===== config.mk =====
export PLATFORM = sky130hd
export DESIGN_NAME = stream_regex_top
export DESIGN_NICKNAME = d
export VERILOG_FILES = /design/src/hw/stream_regex_pkg.sv /design/src/hw/stream_decoder.sv /design/src/hw/keyword_dfa.sv /design/src/hw/stream_tally.sv /design/src/hw/stream_regex_top.sv
export VERILOG_INCLUDE_DIRS = /design/src /design/src/hw
export SDC_FILE = /design/constraint.sdc
export NUM_CORES = 1
export LEC_CHECK = 0
export BUFFER_PORTS_ARGS = -buffer_cell sky130_fd_sc_hd__buf_4
export CAP_MARGIN = 20
export CORE_MARGIN = 5
export CORE_UTILIZATION = 40
export CTS_CLUSTER_SIZE = 40
export DETAILED_ROUTE_END_ITERATION = 8
export GPL_TIMING_DRIVEN = 0
export PLACE_DENSITY = 0.52
export SLEW_MARGIN = 20
export SYNTH_ARGS = -nofsm -noshare
export SYNTH_HDL_FRONTEND = slang
export SYNTH_HIERARCHICAL = 1
export SYNTH_SLANG_ARGS = --single-unit

===== constraint.sdc =====
create_clock -name clk -period 5.06 [get_ports clk]
set_input_delay 0.253 -clock clk [delete_from_list [all_inputs] [get_ports clk]]
set_output_delay 0.253 -clock clk [all_outputs]
set_load 0.1 [all_outputs]

===== src/hw/stream_regex_settings.svh =====
`ifndef STREAM_REGEX_SETTINGS_SVH
`define STREAM_REGEX_SETTINGS_SVH

// Width of one incoming character
`define SR_CHAR_W 8

// Stream id width and the number of streams it can address
`define SR_STREAM_W 6
`define SR_STREAMS 64

// Matched-packet counter width, wraps on overflow
`define SR_COUNT_W 16

// Bits needed to hold one saved matcher state
`define SR_STATE_W 3

`endif


===== src/hw/stream_regex_pkg.sv =====
`include "stream_regex_settings.svh"

package stream_regex_pkg;

   // Character classes after case folding
   // One code per distinct keyword letter, everything else is CLS_OTHER
   typedef enum logic [2:0]
   {
      CLS_J,
      CLS_A,
      CLS_B,
      CLS_E,
      CLS_R,
      CLS_OTHER
   } char_class_e;

   // Matcher states, named after the prefix of "jabber" seen so far
   // ST_MATCH is entered on the final r and acts like ST_IDLE afterwards
   typedef enum logic [`SR_STATE_W-1:0]
   {
      ST_IDLE,
      ST_J,
      ST_JA,
      ST_JAB,
      ST_JABB,
      ST_JABBE,
      ST_MATCH
   } dfa_state_e;

endpackage


===== src/hw/stream_decoder.sv =====
`timescale 1ns/10ps
`include "stream_regex_settings.svh"

module stream_decoder (
   input  logic                          clk,
   input  logic                          rst_n,
   input  logic                          pkt_start,
   input  logic [`SR_STREAM_W-1:0]       stream_id,
   input  logic [`SR_CHAR_W-1:0]         char_in,
   input  logic                          char_in_vld,
   input  logic                          pkt_end,
   input  logic                          enable,
   output logic                          load_state,
   output logic                          new_stream_id,
   output logic [`SR_STREAM_W-1:0]       cur_stream,
   output stream_regex_pkg::char_class_e cls,
   output logic                          cls_vld,
   output logic                          eop,
   output logic                          commit
);

   // Bit that turns an ASCII capital into its lower case form
   localparam logic [`SR_CHAR_W-1:0] CASE_BIT = 'h20;

   // One bit per stream, set once the stream has saved state
   logic [`SR_STREAMS-1:0] known_q;

   // First stage of the end-of-packet delay line
   logic end_d1;
   logic cmt_d1;

   // Folded character and its class, ahead of the register
   logic [`SR_CHAR_W-1:0]         folded;
   stream_regex_pkg::char_class_e char_class;

   // Case folding, only letters A..Z are touched
   always_comb
   begin
      folded = char_in;
      if (char_in >= "A" && char_in <= "Z")
         folded = char_in | CASE_BIT;
   end

   // Map the folded character onto the keyword alphabet
   always_comb
   begin
      case (folded)
         "j":     char_class = stream_regex_pkg::CLS_J;
         "a":     char_class = stream_regex_pkg::CLS_A;
         "b":     char_class = stream_regex_pkg::CLS_B;
         "e":     char_class = stream_regex_pkg::CLS_E;
         "r":     char_class = stream_regex_pkg::CLS_R;
         default: char_class = stream_regex_pkg::CLS_OTHER;
      endcase
   end

   // Strobes, delay line and the known-stream bitmap
   always_ff @(posedge clk)
   begin
      if (!rst_n)
      begin
         load_state <= 1'b0;
         cls_vld    <= 1'b0;
         end_d1     <= 1'b0;
         cmt_d1     <= 1'b0;
         eop        <= 1'b0;
         commit     <= 1'b0;
         known_q    <= '0;
      end
      else
      begin
         // Restore request goes out one cycle after pkt_start
         load_state <= pkt_start;
         cls_vld    <= char_in_vld;
         // Two stages so the last accept reaches the flag before eop
         // enable is sampled here and nowhere else
         end_d1     <= pkt_end;
         cmt_d1     <= pkt_end & enable;
         eop        <= end_d1;
         commit     <= cmt_d1;
         // A committed stream now has saved state in the tally
         if (commit)
            known_q[cur_stream] <= 1'b1;
      end
   end

   // Packet framing and character payload
   always_ff @(posedge clk)
   begin
      if (pkt_start)
      begin
         cur_stream    <= stream_id;
         new_stream_id <= ~known_q[stream_id];
      end
      if (char_in_vld)
         cls <= char_class;
   end

endmodule


===== src/hw/keyword_dfa.sv =====
`timescale 1ns/10ps
`include "stream_regex_settings.svh"

module keyword_dfa (
   input  logic                          clk,
   input  logic                          rst_n,
   input  stream_regex_pkg::char_class_e cls,
   input  logic                          cls_vld,
   input  logic [`SR_STATE_W-1:0]        state_in,
   input  logic                          state_in_vld,
   output logic [`SR_STATE_W-1:0]        state_out,
   output logic                          accept_out
);

   // Current matcher state and the state after the pending class
   stream_regex_pkg::dfa_state_e state_q;
   stream_regex_pkg::dfa_state_e state_nxt;

   // One step along j-a-b-b-e-r
   function automatic stream_regex_pkg::dfa_state_e advance(
      input stream_regex_pkg::dfa_state_e cur,
      input stream_regex_pkg::char_class_e c
   );
      stream_regex_pkg::dfa_state_e restart;
      stream_regex_pkg::dfa_state_e nxt;
      // On a mismatch a j can still begin a fresh keyword
      restart = (c == stream_regex_pkg::CLS_J) ? stream_regex_pkg::ST_J
                                               : stream_regex_pkg::ST_IDLE;
      nxt = restart;
      case (cur)
         stream_regex_pkg::ST_J:
            if (c == stream_regex_pkg::CLS_A)
               nxt = stream_regex_pkg::ST_JA;
         stream_regex_pkg::ST_JA:
            if (c == stream_regex_pkg::CLS_B)
               nxt = stream_regex_pkg::ST_JAB;
         stream_regex_pkg::ST_JAB:
            if (c == stream_regex_pkg::CLS_B)
               nxt = stream_regex_pkg::ST_JABB;
         stream_regex_pkg::ST_JABB:
            if (c == stream_regex_pkg::CLS_E)
               nxt = stream_regex_pkg::ST_JABBE;
         stream_regex_pkg::ST_JABBE:
            if (c == stream_regex_pkg::CLS_R)
               nxt = stream_regex_pkg::ST_MATCH;
         // ST_IDLE, ST_MATCH and unused codes only leave on a j
         default:
            nxt = restart;
      endcase
      return nxt;
   endfunction

   always_comb
   begin
      state_nxt = advance(state_q, cls);
   end

   // State register with load, plus the accept pulse
   always_ff @(posedge clk)
   begin
      if (!rst_n)
      begin
         state_q    <= stream_regex_pkg::ST_IDLE;
         accept_out <= 1'b0;
      end
      else
      begin
         accept_out <= 1'b0;
         if (state_in_vld)
            // Restored state wins, it arrives before the first character
            state_q <= stream_regex_pkg::dfa_state_e'(state_in);
         else if (cls_vld)
         begin
            state_q    <= state_nxt;
            // Pulse only on entry into ST_MATCH
            accept_out <= (state_nxt == stream_regex_pkg::ST_MATCH);
         end
      end
   end

   // Raw bits go back to the tally for saving
   assign state_out = state_q;

endmodule


===== src/hw/stream_tally.sv =====
`timescale 1ns/10ps
`include "stream_regex_settings.svh"

module stream_tally (
   input  logic                   clk,
   input  logic                   rst_n,
   input  logic                   load_state,
   input  logic                   new_stream_id,
   input  logic [`SR_STREAM_W-1:0] cur_stream,
   input  logic                   eop,
   input  logic                   commit,
   input  logic [`SR_STATE_W-1:0] state_out,
   input  logic                   accept_out,
   output logic [`SR_STATE_W-1:0] state_in,
   output logic                   state_in_vld,
   output logic [`SR_COUNT_W-1:0] count,
   output logic                   fired
);

   // Saved matcher state, one entry per stream
   logic [`SR_STATE_W-1:0] state_mem [`SR_STREAMS];

   // Speculative match flag for the packet in flight
   logic match_q;

   // Flag widened to the counter width for the add
   logic [`SR_COUNT_W-1:0] match_inc;

   assign match_inc = {{(`SR_COUNT_W-1){1'b0}}, match_q};

   // The flag itself is the fired level
   assign fired = match_q;

   // Control side: restore strobe, flag and counter
   always_ff @(posedge clk)
   begin
      if (!rst_n)
      begin
         state_in_vld <= 1'b0;
         match_q      <= 1'b0;
         count        <= '0;
      end
      else
      begin
         // One-cycle load pulse toward the matcher
         state_in_vld <= load_state;

         // New packet, nothing matched yet
         if (load_state)
            match_q <= 1'b0;

         // Any keyword completion in this packet sets the flag
         if (accept_out)
            match_q <= 1'b1;

         // Enabled packet, count it once if it matched
         if (commit)
            count <= count + match_inc;

         // Disabled packet, drop the speculative result
         if (eop && !commit)
            match_q <= 1'b0;
      end
   end

   // Data side: state restore and save
   always_ff @(posedge clk)
   begin
      if (load_state)
      begin
         // Unknown stream starts from idle, known stream resumes
         if (new_stream_id)
            state_in <= stream_regex_pkg::ST_IDLE;
         else
            state_in <= state_mem[cur_stream];
      end

      // Save only for enabled packets
      // disabled ones leave the previous state in place
      if (commit)
         state_mem[cur_stream] <= state_out;
   end

endmodule


===== src/hw/stream_regex_top.sv =====
`timescale 1ns/10ps
`include "stream_regex_settings.svh"

module stream_regex_top (
   input  logic                    clk,
   input  logic                    rst_n,
   input  logic                    pkt_start,
   input  logic [`SR_STREAM_W-1:0] stream_id,
   input  logic [`SR_CHAR_W-1:0]   char_in,
   input  logic                    char_in_vld,
   input  logic                    pkt_end,
   input  logic                    enable,
   output logic [`SR_COUNT_W-1:0]  count,
   output logic                    fired
);

   // Decoder to tally
   logic                    load_state;
   logic                    new_stream_id;
   logic [`SR_STREAM_W-1:0] cur_stream;
   logic                    eop;
   logic                    commit;

   // Decoder to matcher
   stream_regex_pkg::char_class_e cls;
   logic                          cls_vld;

   // Tally and matcher, both directions
   logic [`SR_STATE_W-1:0] state_in;
   logic                   state_in_vld;
   logic [`SR_STATE_W-1:0] state_out;
   logic                   accept_out;

   // Framing, case folding and end-of-packet alignment
   stream_decoder i_stream_decoder (
      .clk           (clk),
      .rst_n         (rst_n),
      .pkt_start     (pkt_start),
      .stream_id     (stream_id),
      .char_in       (char_in),
      .char_in_vld   (char_in_vld),
      .pkt_end       (pkt_end),
      .enable        (enable),
      .load_state    (load_state),
      .new_stream_id (new_stream_id),
      .cur_stream    (cur_stream),
      .cls           (cls),
      .cls_vld       (cls_vld),
      .eop           (eop),
      .commit        (commit)
   );

   // Keyword matcher
   keyword_dfa i_keyword_dfa (
      .clk          (clk),
      .rst_n        (rst_n),
      .cls          (cls),
      .cls_vld      (cls_vld),
      .state_in     (state_in),
      .state_in_vld (state_in_vld),
      .state_out    (state_out),
      .accept_out   (accept_out)
   );

   // Per-stream state memory and the packet count
   stream_tally i_stream_tally (
      .clk           (clk),
      .rst_n         (rst_n),
      .load_state    (load_state),
      .new_stream_id (new_stream_id),
      .cur_stream    (cur_stream),
      .eop           (eop),
      .commit        (commit),
      .state_out     (state_out),
      .accept_out    (accept_out),
      .state_in      (state_in),
      .state_in_vld  (state_in_vld),
      .count         (count),
      .fired         (fired)
   );

endmodule


### Yosys cells after proc, flatten, opt, wreduce, memory -nomap -nowiden

Memory sizes are Yosys's and may differ from the RTL's. A register that Yosys moved wholly into a read port is not among the register bits.
Index checks and enable logic that the tools add are counted.

* register bits: 102
* latch bits: 0
* memory bits (writable): 192
* memory bits (read-only): 0
* word-level logic and storage cells: 70
* memories: 1

* $add $sub $neg: 1
* $mul: 0
* div/mod/pow operators: 0
* $lt $le $gt $ge: 5
* equality and inequality tests: 15
* shifts and indexed selects: 0
* multiplexer cells: 19
* bitwise gates (word level): 5
* reduce and logical (&&, ||, !) cells: 9

Memories
* i_stream_tally.state_mem: depth 64, bits a word 3, rd ports 1, clocked after memory_dff 1, write ports 1, RTL line stream_tally.sv:21 `` logic [`SR_STATE_W-1:0] state_mem [`SR_STREAMS]; ``

Operators by type and width (count)
* $or 64x64->64: 1
* $eq 8x7->1 const B: 5
* $pmux 3 s5: 2
* $mux 3: 7
* $add 16x1->16: 1
* $lt 6x7->1 const B: 2
* $eq 3x2->1 const B: 4
* $eq 3x3->1 const B: 4
* $ge 8x7->1 const B: 1
* $le 8x7->1 const B: 1
* $mux 1: 7
* $bmux 1 s6: 1
* $demux 1 s6: 1
* $eq 3x1->1 const B: 2
* $ge 6x1->1 const B: 1
* $mux 6: 1
* $reduce_bool 2->1: 2
* $logic_and 1x1->1: 3
* $logic_not 3->1: 1
* $not 1->1: 3
* $reduce_or 3->1: 1
* $reduce_or 2->1: 1
* $and 1x1->1: 1
* $logic_not 1->1: 1

### Logic depth before layout (Yosys ltp)

* depth in word-level cells: 6
* depth in mapped cells: 7

### Cells and area by module

The synthesis kept the hierarchy.

Modules (own cells, without submodules)
* stream_tally: instances 1, cells each 572, area an instance 8607.0 µm², seq. area each 6216.0 µm²
* stream_decoder: instances 1, cells each 304, area an instance 3309.4 µm², seq. area each 1701.6 µm²
* keyword_dfa: instances 1, cells each 36, area an instance 301.5 µm², seq. area each 80.1 µm²

### Worst setup path before layout

No wires, ideal clock.

* path kind: flip-flop to flip-flop
* start: reg i_stream_tally.count[1]
* end: reg i_stream_tally.count[13]
* library setup time: 0.115 ns
* data arrival time: 2.285 ns
* data required time: 4.945 ns
* slack: 2.660 ns
* cell stages (with the launch flop): 6
* path buffers: 0
* clock period less this slack: 2.400 ns
* cell sequence: dfxtp_1 nand4_1 nor4_1 nand3_1 xnor2_1 and2_1

* cells in the longest elaborated chain, start to end: 1

Ends and longest elaborated chain
* start: declaration: RTL line stream_tally.sv:16 `` output logic [`SR_COUNT_W-1:0] count, ``
* start signal: assignment: RTL line stream_tally.sv:58 `count <= count + match_inc;`
* $add 16x1->16: RTL line stream_tally.sv:58

No other way between the ends.
A chain may end at the register's enable or synchronous reset.

### Worst setup path in the final report

* start: reg i_stream_decoder.cur_stream[2]
* end: mem i_stream_tally/state_mem[39][2] in the netlist's numbering, enable pin

RTL lines
* start: declaration: RTL line stream_decoder.sv:15 `` output logic [`SR_STREAM_W-1:0] cur_stream, ``
* start signal: assignment: RTL line stream_decoder.sv:92 `cur_stream <= stream_id;`
* end: declaration: RTL line stream_tally.sv:21

Straight into the memory's write port.

==> out/metrics.yaml <==
status: "finished clean"
finalNetCount: 1017
critPathMaxFanout: 10
finalCritPeriodShare_pct: 62.5
cts_buffers: 31
synth_top_family_by_area: "simple AND/OR/NAND/NOR gates"
ir_worst_vdd_mv: 0.255
hold_depth: 3
cts_tree: "yes"
rr_worst_depth: 5
p_leak_uw: 0.00490
path_buf_inv: 3
synthTopCellsByArea: "edfxtp_1, dfxtp_1, nor2b_1, mux2i_1, a21oi_1"
cts-root-buf: "clkbuf_16"
hold_ws_ps: 70.0
hold_violations: 0
die_area_um2: 34100
relSlewSlack_pct: 37.8
path_cells: "buf_2 > buf_2 > clkbuf_1 > nand4_1 > nor2_1"
clkTransAtPathRegs_ps: 60
synthSimpleGateAreaFrac_pct: 12.7
synth_compound_area_share_pct: 11.1
critical_path.startpoint_type: "flip-flop"
track_usage_pct: 17.6
r2r_slack_ps: 1900
route.met2.wl_mm: 13.9
end_kind: "flip-flop"
io_buffers: 35
synth-xor-area-share_pct: 1.00
cts-resized-gates: 0
layout-drive-gt1-share_pct: 14.1
fillCellCount: 2741
avgRoutedWirePerCell_um: 21.1
clk_latency_ps: 560
wl_met3_mm: 1.50
synth-adder-area-share_pct: 0.205
min_to: "i_keyword_dfa/state_out[0]"
cts_setup_buffers: 0
die_h_um: 185
drtIter0Drc: 548
synth_edf_count: 205
path_common_cell: "buf_2"
cts_buffer_depth: 3
min_from: "rst_n"
start_util_pct: 40.3
grt_pass1_vias: 7882
min_path_type: "input pin to flip-flop"
syn_nets: 934
synth_seq_area_share_pct: 65.5
crit_type: "flip-flop to flip-flop"
drc: 0
synthFlopType: "edfxtp_1"
arrival_ps: 3380
crit_slowest_cell: "nand4_1"
highest_layer: "met4"
syn_area_per_cell_um2: 13.4
ioPinCount: 37
skew_ps: 15.2
drv_slew: 0
grt_antenna_before_repair: 0
synth_async_sr_flop_share_pct: 0
timing.max_cap.violations: 0
ys_types: 58
yosys-mux-area-fraction_pct: 7.13
rows: 64
crit_family: "simple AND/OR/NAND/NOR gates"
via_per_inst: 5.49
yosysWarnings: 6
setup_tns_ps: 0
r2r_end: "i_stream_tally/state_mem[39][2]"
finalPower_uw: 5810
clock_sinks: 297
setup_viol: 0
ys_ff_latch: 297
drtPass1Iterations: 5
crit_required_ps: 5280
grt-ovfl-total: 0
syn_area_um2: 12200
syn-instance-count: 912
synth_top_area_share_pct: 50.4
max_freq_mhz: 316
drt_wl_total_mm: 29.9
cts.htree.levels: 1
worst_pin_slew_ps: 926
yosysTopAreaCell: "edfxtp_1"
slowest_delay_ps: 700
routabilityCongestion: 0.816
min_period_ps: 3160
dpl.hpwl_mm: 19.5
power_density_nw_per_um2: 401
hold_buffers: 14
met1_length_mm: 13.7
grt_pass1_wl_mm: 46.7
synthToLayoutAreaGrowth_pct: 18.5
grt_max_degree: 73
vias: 7777
final_antenna_net_count: 0
core_area_um2: 30300
rsz0062_at_grt: "false"
r2r_start: "i_stream_decoder/cur_stream[2]"
die_w_um: 185
-- power by group --
part	total, uW	internal (uW)	switching (uW)
clock network	2850	1890	955
registers	2640	2600	38.8
logic	322	123	198
-- state kept, by name (all words and copies together) (netlist names), 3 cells and up --
name and cells:
i_keyword_dfa/state_out 3, i_stream_decoder/cls 3, i_stream_decoder/cur_stream 6, i_stream_decoder/known_q 64, i_stream_tally/count 16, i_stream_tally/state_in 3
i_stream_tally/state_mem 192
-- stage by stage --
step	area (um2)	setup slack [ps]	utilization (%)	std cells
3_3_place_gp	13000	1720	42.8	1343
4_1_cts	14500	1850	47.7	1416
6_report	14500	1900	47.7	1417
3_5_place_dp	13000	1920	42.9	1344
2_1_floorplan	12200	2660	-	912
5_1_grt	14500	1680	47.7	1416
-- layout make-up --
cell class	count	area (um2)	share of cell area, %
Clock inverter	23	477	3.29
Clock buffer	35	832	5.75
Sequential cell	297	8010	55.3
Multi-Input combinational cell	553	3930	27.2
Inverter	6	22.5	0.156
Antenna cell	1	2.50	0.0173
Timing Repair Buffer	50	430	2.97
Tap cell	396	495	3.42
Buffer	56	275	1.90
-- worst max path at each step --
stage	end	slack (ps)	start	cells past startpoint
4_1_cts	i_stream_tally/state_mem[39][1]	1850	i_stream_decoder/cur_stream[2]	5
2_1_floorplan	i_stream_tally/count[13]	2660	i_stream_tally/count[1]	5
3_3_place_gp	i_keyword_dfa/accept_out	1720	i_keyword_dfa/state_out[2]	3
5_1_grt	i_stream_tally/state_mem[39][0]	1680	i_stream_decoder/cur_stream[2]	5
6_report	i_stream_tally/state_mem[39][2]	1900	i_stream_decoder/cur_stream[2]	5
3_5_place_dp	i_stream_tally/state_mem[47][1]	1920	i_stream_decoder/cur_stream[2]	5
-- cells by family (layout without fill, tap and decap cells) --
family,count (synthesis),count (layout)
AOI/OAI and AO/OA,195,195
other,0,1
and+or+nand+nor,282,282
buffers and inverters,62,170
adders and majority gates,2,2
DFF,297,297
xor gates and xnor gates,14,14
muxes,60,60
-- layer usage --
layer  vias up  global-route usage (%)
li1       3672                       -
met1      3870                    24.7
met2       184                    28.5
met3        51                    2.93
met4         0                    4.96
met5         -                       0
-- cells in the mapped netlist (14+ instances only) --
cell type,count
a21oi_1,69
a221oi_1,35
a22oi_1,17
and2_1,21
buf_2,17
clkbuf_1,32
dfxtp_1,92
edfxtp_1,205
mux2i_1,42
nand2_1,21
nand3_1,14
nor2_1,81
nor2b_1,73
o211ai_1,14
o221ai_1,15
-- layout by cell type (no fill, tap or decap), drive strengths merged, types with 7 or more instances in the layout --
cell	netlist	final
a221oi	37	37
or2	13	13
a22oi	17	17
edfxtp	205	205
nand3	14	14
dlygate4sd3	0	14
o211ai	14	14
inv	6	7
nor3	10	10
mux4	18	18
xnor2	8	8
bufinv	0	14
o21ai	15	15
o221ai	15	15
nand2b	7	7
nor2	81	81
clkbuf	33	68
and2	21	21
o22a	8	8
buf	23	59
dfxtp	92	92
nor3b	9	9
nor2b	73	73
mux2i	42	42
nand2	21	21
a21oi	69	69
-- worst register-to-register path: stages (launching register included) --
cell,delay (ps)
edfxtp_1,470
buf_2,260
buf_2,360
clkbuf_1,500
nand4_1,710
nor2_1,520
No activity file was read; power rests on OpenSTA's default activity.
